[src/include/wino_config.svh]
`ifndef WINO_CONFIG_SVH
`define WINO_CONFIG_SVH

// accumulator word carried through both transform passes.
`define WINO_ACC_W 30

// pixel keeps accumulator bits 23 down to 8.
`define WINO_PIX_W 16
`define WINO_PIX_LSB 8

// tile shape seen by the inverse transform.
`define WINO_TILE_ROWS 6
`define WINO_TILE_COLS 4

// downstream row credits after reset.
`define WINO_OUT_CREDITS 4
`define WINO_CRED_W 3 // must hold WINO_OUT_CREDITS.

`endif

[src/rtl/wino_ctrl_pkg.sv]
`default_nettype none

package wino_ctrl_pkg;

	// controller states.
	typedef enum logic [1:0] {
		IDLE  = 2'd0,
		LOAD  = 2'd1, // rows arriving from upstream.
		FLUSH = 2'd2, // last rows still inside the row adder tree.
		DRAIN = 2'd3
	} wino_state_e;

	// which pass a pipeline slot belongs to.
	typedef enum logic {
		PASS_ROW = 1'b0,
		PASS_COL = 1'b1
	} wino_pass_e;

endpackage

`default_nettype wire

[src/rtl/wino_data_pkg.sv]
`default_nettype none

package wino_data_pkg;

	`include "wino_config.svh"

	// signed sum of transform terms, wraps at WINO_ACC_W bits.
	typedef logic signed [`WINO_ACC_W-1:0] acc_t;

	// quantized output pixel.
	typedef logic [`WINO_PIX_W-1:0] pix_t;

endpackage

`default_nettype wire

[src/rtl/wino_at_row.sv]
`timescale 1ns/1ps
`default_nettype none

module wino_at_row import wino_data_pkg::*; (
	input  logic clk,
	input  acc_t i_d_0,
	input  acc_t i_d_1,
	input  acc_t i_d_2,
	input  acc_t i_d_3,
	input  acc_t i_d_4,
	input  acc_t i_d_5,
	output acc_t o_r_0,
	output acc_t o_r_1,
	output acc_t o_r_2,
	output acc_t o_r_3
);

	acc_t s1_sum12;
	acc_t s1_dif12;
	acc_t s1_sum34;
	acc_t s1_dif34;
	acc_t s1_d0;
	acc_t s1_d5;
	acc_t s2_a [4];
	acc_t s2_b [4];

	// first stage shares the pair terms between all four rows.
	always_ff @(posedge clk) begin
		s1_sum12 <= i_d_1 + i_d_2;
		s1_dif12 <= i_d_1 - i_d_2;
		s1_sum34 <= i_d_3 + i_d_4;
		s1_dif34 <= i_d_3 - i_d_4;
		s1_d0    <= i_d_0;
		s1_d5    <= i_d_5;
	end

	always_ff @(posedge clk) begin
		s2_a[0] <= s1_d0 + s1_sum12;
		s2_b[0] <= s1_sum34;
		s2_a[1] <= s1_dif12;
		s2_b[1] <= s1_dif34 <<< 1; // 2*(d3 - d4).
		s2_a[2] <= s1_sum12;
		s2_b[2] <= s1_sum34 <<< 2; // 4*(d3 + d4).
		s2_a[3] <= s1_dif12 + s1_d5;
		s2_b[3] <= s1_dif34 <<< 3; // 8*(d3 - d4).
	end

	always_ff @(posedge clk) begin
		o_r_0 <= s2_a[0] + s2_b[0];
		o_r_1 <= s2_a[1] + s2_b[1];
		o_r_2 <= s2_a[2] + s2_b[2];
		o_r_3 <= s2_a[3] + s2_b[3];
	end

endmodule

`default_nettype wire

[src/rtl/wino_inv_ctrl.sv]
`timescale 1ns/1ps
`default_nettype none

`include "wino_config.svh"

module wino_inv_ctrl import wino_ctrl_pkg::*; (
	input  logic clk,
	input  logic i_rst_n,
	input  logic i_valid,
	input  logic i_out_credit,
	output logic o_buf_wr,
	output logic o_buf_shift,
	output logic o_col_valid,
	output logic o_in_credit
);

	localparam logic [2:0] LAST_ROW = 3'(`WINO_TILE_ROWS - 1);
	localparam logic [1:0] LAST_COL = 2'(`WINO_TILE_COLS - 1);

	wino_state_e state;
	logic [2:0] row_cnt;
	logic [2:0] wr_cnt;
	logic [1:0] col_cnt;
	logic [`WINO_CRED_W-1:0] credits;
	logic [1:0] vld_sr [3]; // bit index is a wino_pass_e.
	logic accept;
	logic issue;

	assign accept = i_valid && (state == IDLE || state == LOAD);
	assign issue = (state == DRAIN) && (credits != '0);

	assign o_buf_shift = issue;
	assign o_buf_wr    = vld_sr[2][PASS_ROW]; // row leaves wino_at_row_0.
	assign o_col_valid = vld_sr[2][PASS_COL]; // column leaves wino_at_row_1.

	// matches the three register stages of the adder tree.
	always_ff @(posedge clk) begin
		if (!i_rst_n) begin
			vld_sr[0] <= '0;
			vld_sr[1] <= '0;
			vld_sr[2] <= '0;
		end else begin
			vld_sr[0][PASS_ROW] <= accept;
			vld_sr[0][PASS_COL] <= issue;
			vld_sr[1] <= vld_sr[0];
			vld_sr[2] <= vld_sr[1];
		end
	end

	always_ff @(posedge clk) begin
		if (!i_rst_n) begin
			state       <= IDLE;
			row_cnt     <= '0;
			wr_cnt      <= '0;
			col_cnt     <= '0;
			o_in_credit <= 1'b0;
		end else begin
			o_in_credit <= 1'b0;
			if (o_buf_wr) begin
				wr_cnt <= (wr_cnt == LAST_ROW) ? 3'd0 : wr_cnt + 3'd1;
			end
			case (state)
				IDLE: begin
					if (accept) begin
						row_cnt <= 3'd1;
						state   <= LOAD;
					end
				end
				LOAD: begin
					if (accept) begin
						row_cnt <= row_cnt + 3'd1;
						if (row_cnt == LAST_ROW) state <= FLUSH;
					end
				end
				FLUSH: begin
					if (o_buf_wr && wr_cnt == LAST_ROW) state <= DRAIN;
				end
				DRAIN: begin
					if (issue) begin
						col_cnt <= col_cnt + 2'd1; // wraps to 0 after the last column.
						if (col_cnt == LAST_COL) begin
							state       <= IDLE;
							o_in_credit <= 1'b1; // buffer is free for the next tile.
						end
					end
				end
				default: state <= IDLE;
			endcase
		end
	end

	// downstream row credits.
	always_ff @(posedge clk) begin
		if (!i_rst_n) begin
			credits <= `WINO_CRED_W'(`WINO_OUT_CREDITS);
		end else begin
			case ({issue, i_out_credit})
				2'b10: credits <= credits - 1'b1;
				2'b01: credits <= credits + 1'b1;
				default: credits <= credits;
			endcase
		end
	end

endmodule

`default_nettype wire

[src/rtl/wino_inv_top.sv]
`timescale 1ns/1ps
`default_nettype none

module wino_inv_top import wino_data_pkg::*; (
	input  logic clk,
	input  logic i_rst_n,
	input  logic i_valid,
	input  acc_t i_row_0,
	input  acc_t i_row_1,
	input  acc_t i_row_2,
	input  acc_t i_row_3,
	input  acc_t i_row_4,
	input  acc_t i_row_5,
	input  logic i_out_credit,
	output logic o_in_credit,
	output logic o_valid,
	output pix_t o_pix_0,
	output pix_t o_pix_1,
	output pix_t o_pix_2,
	output pix_t o_pix_3
);

	logic buf_wr;
	logic buf_shift;
	logic col_valid;
	acc_t row_r_0, row_r_1, row_r_2, row_r_3; // row pass results.
	acc_t col_d_0, col_d_1, col_d_2, col_d_3, col_d_4, col_d_5;
	acc_t col_r_0, col_r_1, col_r_2, col_r_3;

	wino_inv_ctrl ctrl0 (
		.clk          (clk),
		.i_rst_n      (i_rst_n),
		.i_valid      (i_valid),
		.i_out_credit (i_out_credit),
		.o_buf_wr     (buf_wr),
		.o_buf_shift  (buf_shift),
		.o_col_valid  (col_valid),
		.o_in_credit  (o_in_credit)
	);

	wino_at_row wino_at_row_0 (
		.clk   (clk),
		.i_d_0 (i_row_0), .i_d_1 (i_row_1), .i_d_2 (i_row_2),
		.i_d_3 (i_row_3), .i_d_4 (i_row_4), .i_d_5 (i_row_5),
		.o_r_0 (row_r_0), .o_r_1 (row_r_1), .o_r_2 (row_r_2), .o_r_3 (row_r_3)
	);

	wino_tile_buf buf0 (
		.clk     (clk),
		.i_rst_n (i_rst_n),
		.i_wr    (buf_wr),
		.i_w_0   (row_r_0), .i_w_1 (row_r_1), .i_w_2 (row_r_2), .i_w_3 (row_r_3),
		.i_shift (buf_shift),
		.o_c_0   (col_d_0), .o_c_1 (col_d_1), .o_c_2 (col_d_2),
		.o_c_3   (col_d_3), .o_c_4 (col_d_4), .o_c_5 (col_d_5)
	);

	// column pass reads the buffer in the cycle of the issue.
	wino_at_row wino_at_row_1 (
		.clk   (clk),
		.i_d_0 (col_d_0), .i_d_1 (col_d_1), .i_d_2 (col_d_2),
		.i_d_3 (col_d_3), .i_d_4 (col_d_4), .i_d_5 (col_d_5),
		.o_r_0 (col_r_0), .o_r_1 (col_r_1), .o_r_2 (col_r_2), .o_r_3 (col_r_3)
	);

	wino_out_quant quant0 (
		.clk     (clk),
		.i_rst_n (i_rst_n),
		.i_valid (col_valid),
		.i_r_0   (col_r_0), .i_r_1 (col_r_1), .i_r_2 (col_r_2), .i_r_3 (col_r_3),
		.o_valid (o_valid),
		.o_pix_0 (o_pix_0), .o_pix_1 (o_pix_1), .o_pix_2 (o_pix_2), .o_pix_3 (o_pix_3)
	);

endmodule

`default_nettype wire

[src/rtl/wino_out_quant.sv]
`timescale 1ns/1ps
`default_nettype none

`include "wino_config.svh"

module wino_out_quant import wino_data_pkg::*; (
	input  logic clk,
	input  logic i_rst_n,
	input  logic i_valid,
	input  acc_t i_r_0,
	input  acc_t i_r_1,
	input  acc_t i_r_2,
	input  acc_t i_r_3,
	output logic o_valid,
	output pix_t o_pix_0,
	output pix_t o_pix_1,
	output pix_t o_pix_2,
	output pix_t o_pix_3
);

	// relu then keep the fixed-point window, no saturation.
	function automatic pix_t relu_slice(input acc_t a);
		return a[`WINO_ACC_W-1] ? '0 : a[`WINO_PIX_LSB +: `WINO_PIX_W];
	endfunction

	always_ff @(posedge clk) begin
		if (!i_rst_n) o_valid <= 1'b0;
		else o_valid <= i_valid;
	end

	always_ff @(posedge clk) begin
		o_pix_0 <= relu_slice(i_r_0);
		o_pix_1 <= relu_slice(i_r_1);
		o_pix_2 <= relu_slice(i_r_2);
		o_pix_3 <= relu_slice(i_r_3);
	end

endmodule

`default_nettype wire

[src/rtl/wino_tile_buf.sv]
`timescale 1ns/1ps
`default_nettype none

`include "wino_config.svh"

module wino_tile_buf import wino_data_pkg::*; (
	input  logic clk,
	input  logic i_rst_n,
	input  logic i_wr,
	input  acc_t i_w_0,
	input  acc_t i_w_1,
	input  acc_t i_w_2,
	input  acc_t i_w_3,
	input  logic i_shift,
	output acc_t o_c_0,
	output acc_t o_c_1,
	output acc_t o_c_2,
	output acc_t o_c_3,
	output acc_t o_c_4,
	output acc_t o_c_5
);

	localparam int ROWS = `WINO_TILE_ROWS;
	localparam int COLS = `WINO_TILE_COLS;

	// row 0 holds the oldest row, column 0 is the one presented.
	acc_t stack [ROWS][COLS];

	always_ff @(posedge clk) begin
		if (!i_rst_n) begin
			for (int r = 0; r < ROWS; r++) begin
				for (int c = 0; c < COLS; c++) begin
					stack[r][c] <= '0;
				end
			end
		end else if (i_wr) begin
			for (int r = 0; r < ROWS - 1; r++) begin
				stack[r] <= stack[r+1];
			end
			stack[ROWS-1] <= '{i_w_0, i_w_1, i_w_2, i_w_3};
		end else if (i_shift) begin
			// rotate left so the next column comes to position 0.
			for (int r = 0; r < ROWS; r++) begin
				for (int c = 0; c < COLS; c++) begin
					stack[r][c] <= stack[r][(c + 1) % COLS];
				end
			end
		end
	end

	assign o_c_0 = stack[0][0];
	assign o_c_1 = stack[1][0];
	assign o_c_2 = stack[2][0];
	assign o_c_3 = stack[3][0];
	assign o_c_4 = stack[4][0];
	assign o_c_5 = stack[5][0];

endmodule

`default_nettype wire

[config.mk]
export PLATFORM = sky130hd
export DESIGN_NAME = wino_inv_top
export DESIGN_NICKNAME = d
export VERILOG_FILES = /design/src/rtl/wino_ctrl_pkg.sv /design/src/rtl/wino_data_pkg.sv /design/src/rtl/wino_at_row.sv /design/src/rtl/wino_inv_ctrl.sv /design/src/rtl/wino_inv_top.sv /design/src/rtl/wino_out_quant.sv /design/src/rtl/wino_tile_buf.sv
export VERILOG_INCLUDE_DIRS = /design/src /design/src/include
export SDC_FILE = /design/constraint.sdc
export NUM_CORES = 2
export LEC_CHECK = 0
export BUFFER_PORTS_ARGS = -buffer_cell sky130_fd_sc_hd__buf_4
export CAP_MARGIN = 40
export CORE_UTILIZATION = 55
export DETAILED_ROUTE_END_ITERATION = 8
export GPL_TIMING_DRIVEN = 0
export PLACE_DENSITY = 0.8
export SYNTH_ARGS = -nofsm -noshare
export SYNTH_HDL_FRONTEND = slang
export SYNTH_SLANG_ARGS = --single-unit
export TNS_END_PERCENT = 100
[constraint.sdc]
create_clock -name clk -period 16.8 [get_ports clk]
set_input_delay 4.2 -clock clk [delete_from_list [all_inputs] [get_ports clk]]
set_output_delay 4.2 -clock clk [all_outputs]
set_load 0.03 [all_outputs]
==> metrics.csv <==
stage;metric;value;unit
global_routing;track_usage;26.7;%
run;drv_cap;0;
timing;whs;0.315;ns
worst_hold_path;holdCritPathClass;reg2reg;
global_routing;antenna_found_initial;4;
die;row_count;134;
critical_path;cp_cell_sequence;buf_4, inv_1, ha_1, nor2b_1, o31ai_1, a2111oi_2, nor4_1, o31ai_2, and3_4, a31oi_4, o31ai_2, a21oi_1, xnor2_1;
timing;hold_viol_final;0;
synth;yosysTopAreaCell;edfxtp_1;
power;power_frac_comb;32.1;%
critical_path;critPathSlowestCell;nor4_1;
routing;drc;0;
power;switching_share;33.9;%
die;num_io_pins;250;
critical_path;crit_fanout;4;
placement;hpwl;145;mm
critical_path;cp-end-kind;flip-flop;
routing;wirelength;187;mm
synth;ys_ff_latch;1695;
global_routing;grt_pass1_wl;280;mm
cts;clockBufferDepth;3;
routing;firstDrtPassIters;5;
timing;rsz0062_at_grt;no;
routing;post_drt_wl_per_cell;21.5;um
synth;synth_top_area_share;29.0;%
timing;worst_pin_slew;0.955;ns
cts;cts_num_sinks;1695;
synth;syn-num-nets;7130;
cells_and_area;syn2layout_area_growth;13.5;%
power;peakVddDrop;0.116;mV
cts;clk_pin_slew;0.06;ns
die;core-area;0.134;mm2
cts;cts_resized;0;
die;dieArea;0.137;mm2
timing;fmax;0.146;GHz
power;intPower;9600;uW
power;p_total;14500;uW
synth;synthArstFlopShare;0;%
outcome;outcome;completed;
timing;clock-skew-final;0.0417;ns
synth;yosysMostFrequentCell;dfxtp_1;
placement;routabilityCongestion;0.983;
critical_path;cpMostUsedCell;o31ai_2;
global_routing;grt_max_degree;74;
cts;cts_setup_buffers;0;
power;p_sw;4930;uW
synth;syn_area_per_cell;11.7;um2
synth;synth_seq_area_share;55.2;%
placement;place_ws;9.18;ns
placement;port_buffers;249;
die;fp.dieW;370;um
critical_path;slowest_delay;0.73;ns
routing;drt-vias-per-instance;5.89;
critical_path;required;17.53;ns
cts;hold_buffers;0;
critical_path;startpoint_type;input port;
worst_hold_path;hold_path_depth;0;
cts;cts_tree;done;
synth;synthFlopType;dfxtp_1;
cts;cts-root-buf;clkbuf_16;
cells_and_area;n_antenna_cell;0;
cts;numCtsBuffers;168;
cells_and_area;drive_gt1_share;8.89;%
routing;drt-initial-drc-count;4402;
global_routing;grt_pass1_vias;50300;
critical_path;cp.arrival;7.57;ns
power;power.leakage;0.0352;uW
timing;setup_slack;9.95;ns
synth;synthCells;6361;
timing;fin_crit;6.85;ns
power;pwr-share-clk;25.8;%
timing;drv_slew;0;
placement;place_area;0.0790;mm2
timing;max_slew_margin;35.5;%
cts;h-tree-depth;4;
critical_path;crit_type;in2reg;
power;p_seq_share;42.1;%
power;power_density;172;mW/mm2
global_routing;overflow;0;
synth;synth_edf_count;720;
timing;fin_setup_tns;0;ns
critical_path;ff2ff_path_depth;12;
synth;ys_warn_count;0;
die;die_h;370;um
timing;period_share;40.7;%
timing;setup_viol;0;
synth;ys_types;103;
synth;synth_area_leaders;edfxtp_1, dfxtp_1, ha_1;
synth;synth_area;0.0745;mm2
cts;insertion_delay;0.82;ns
cells_and_area;nets;7567;
cells_and_area;stdcell_area;0.0845;mm2
routing;vias;51300;
synth;synthTopCellsByCount;dfxtp_1, a22o_1, edfxtp_1;
die;start_util;55.6;%
routing;ant_nets;0;
-- power by group through the flow --
stage | Combinational, uW | Sequential [uW] | Clock [uW]
floorplan | 3260 | 6130 | 0
global placement | 4420 | 6290 | 0
detailed placement | 4570 | 6180 | 0
CTS | 4620 | 6100 | 3790
global route | 5140 | 6200 | 3950
finish | 4670 | 6110 | 3750
-- worst max-delay path: cells and delay by family --
| family | cells | cell delay (ns) |
|---|---|---|
| AO/OA/AOI/OAI | 6 | 1.63 |
| XOR/XNOR | 1 | 0.14 |
| adder cells (fa/ha/maj) | 1 | 0.28 |
| buffers and inverters | 2 | 0.17 |
| AND/OR/NAND/NOR | 3 | 1.15 |
-- layer usage --
| layer | routed length (um) | global-route usage (%) | up-vias |
|---|---|---|---|
| met5 | 0 | 0 | - |
| met4 | 6950 | 10.7 | 0 |
| met3 | 12400 | 3.60 | 353 |
| met2 | 90600 | 46.4 | 2029 |
| met1 | 76900 | 33.6 | 24500 |
| li1 | - | - | 24400 |
-- layout by cell type (no fill, tap or decap), types with 65 or more instances in the layout --
master	count
dfxtp_1	975
a22o_1	720
edfxtp_1	720
ha_1	569
a21oi_1	447
xnor2_1	368
nor2_1	360
inv_1	316
clkbuf_1	272
buf_4	254
nand2_1	180
clkbuf_16	172
o21ai_0	171
a21o_1	160
nor2b_1	117
xor2_1	99
o21bai_1	87
nor3_1	85
nand3_1	70
o21a_1	65
-- registers in the layout, summed over array words and instances (netlist names), 30 cells and up --
signal	count
wino_at_row_0.s1_d5	30
buf0.stack	720
wino_at_row_0.o_r_3	30
wino_at_row_0.s1_sum34	30
wino_at_row_1.s2_a	114
wino_at_row_1.s1_d0	30
wino_at_row_0.o_r_2	30
wino_at_row_1.s1_sum34	30
wino_at_row_1.s1_dif12	30
wino_at_row_0.s2_a	119
wino_at_row_0.s1_dif12	30
wino_at_row_0.s2_b	58
wino_at_row_0.s1_d0	30
wino_at_row_0.o_r_0	30
wino_at_row_1.s2_b	58
wino_at_row_1.s1_d5	30
-- per-stage QoR --
stage | instances | utilization (%)
2_1_floorplan | 6361 | -
3_3_place_gp | 8378 | 58.7
3_5_place_dp | 8396 | 58.9
4_1_cts | 8706 | 63.1
5_1_grt | 8706 | 63.1
6_report | 8706 | 63.1
-- final cells by class --
type	instances	area, um2
Fill cell	10100	49400
Clock buffer	226	4690
Inverter	319	1200
Tap cell	1768	2210
Multi-Input combinational cell	4076	31100
Timing Repair Buffer	267	2230
Sequential cell	1695	41100
Buffer	271	1090
Clock inverter	84	891
-- final timing paths --
kind / slack [ns] / end / from
min reg2reg: 0.32 / wino_at_row_1.s2_b[3][8]$_DFF_P_ / wino_at_row_1.s1_dif34[5]$_DFF_P_
max: 9.95 / wino_at_row_0.s1_dif34[27]$_DFF_P_ / i_row_4[1]
min: 0.32 / wino_at_row_1.s2_b[3][8]$_DFF_P_ / wino_at_row_1.s1_dif34[5]$_DFF_P_
max reg2reg: 12.37 / wino_at_row_1.s1_sum12[24]$_DFF_P_ / buf0.stack[0][330]$_SDFFCE_PN0P_
-- logic make-up after synthesis --
group | after synthesis | synth area share, %
simple gates | 1058 | 6.93
flops | 1695 | 55.2
fa+ha+maj | 585 | 9.99
xor+xnor | 467 | 5.49
compound gates | 1962 | 19.2
mux | 4 | 0.0537
buf+inv | 590 | 3.08
(Power assumes the default switching activity.)
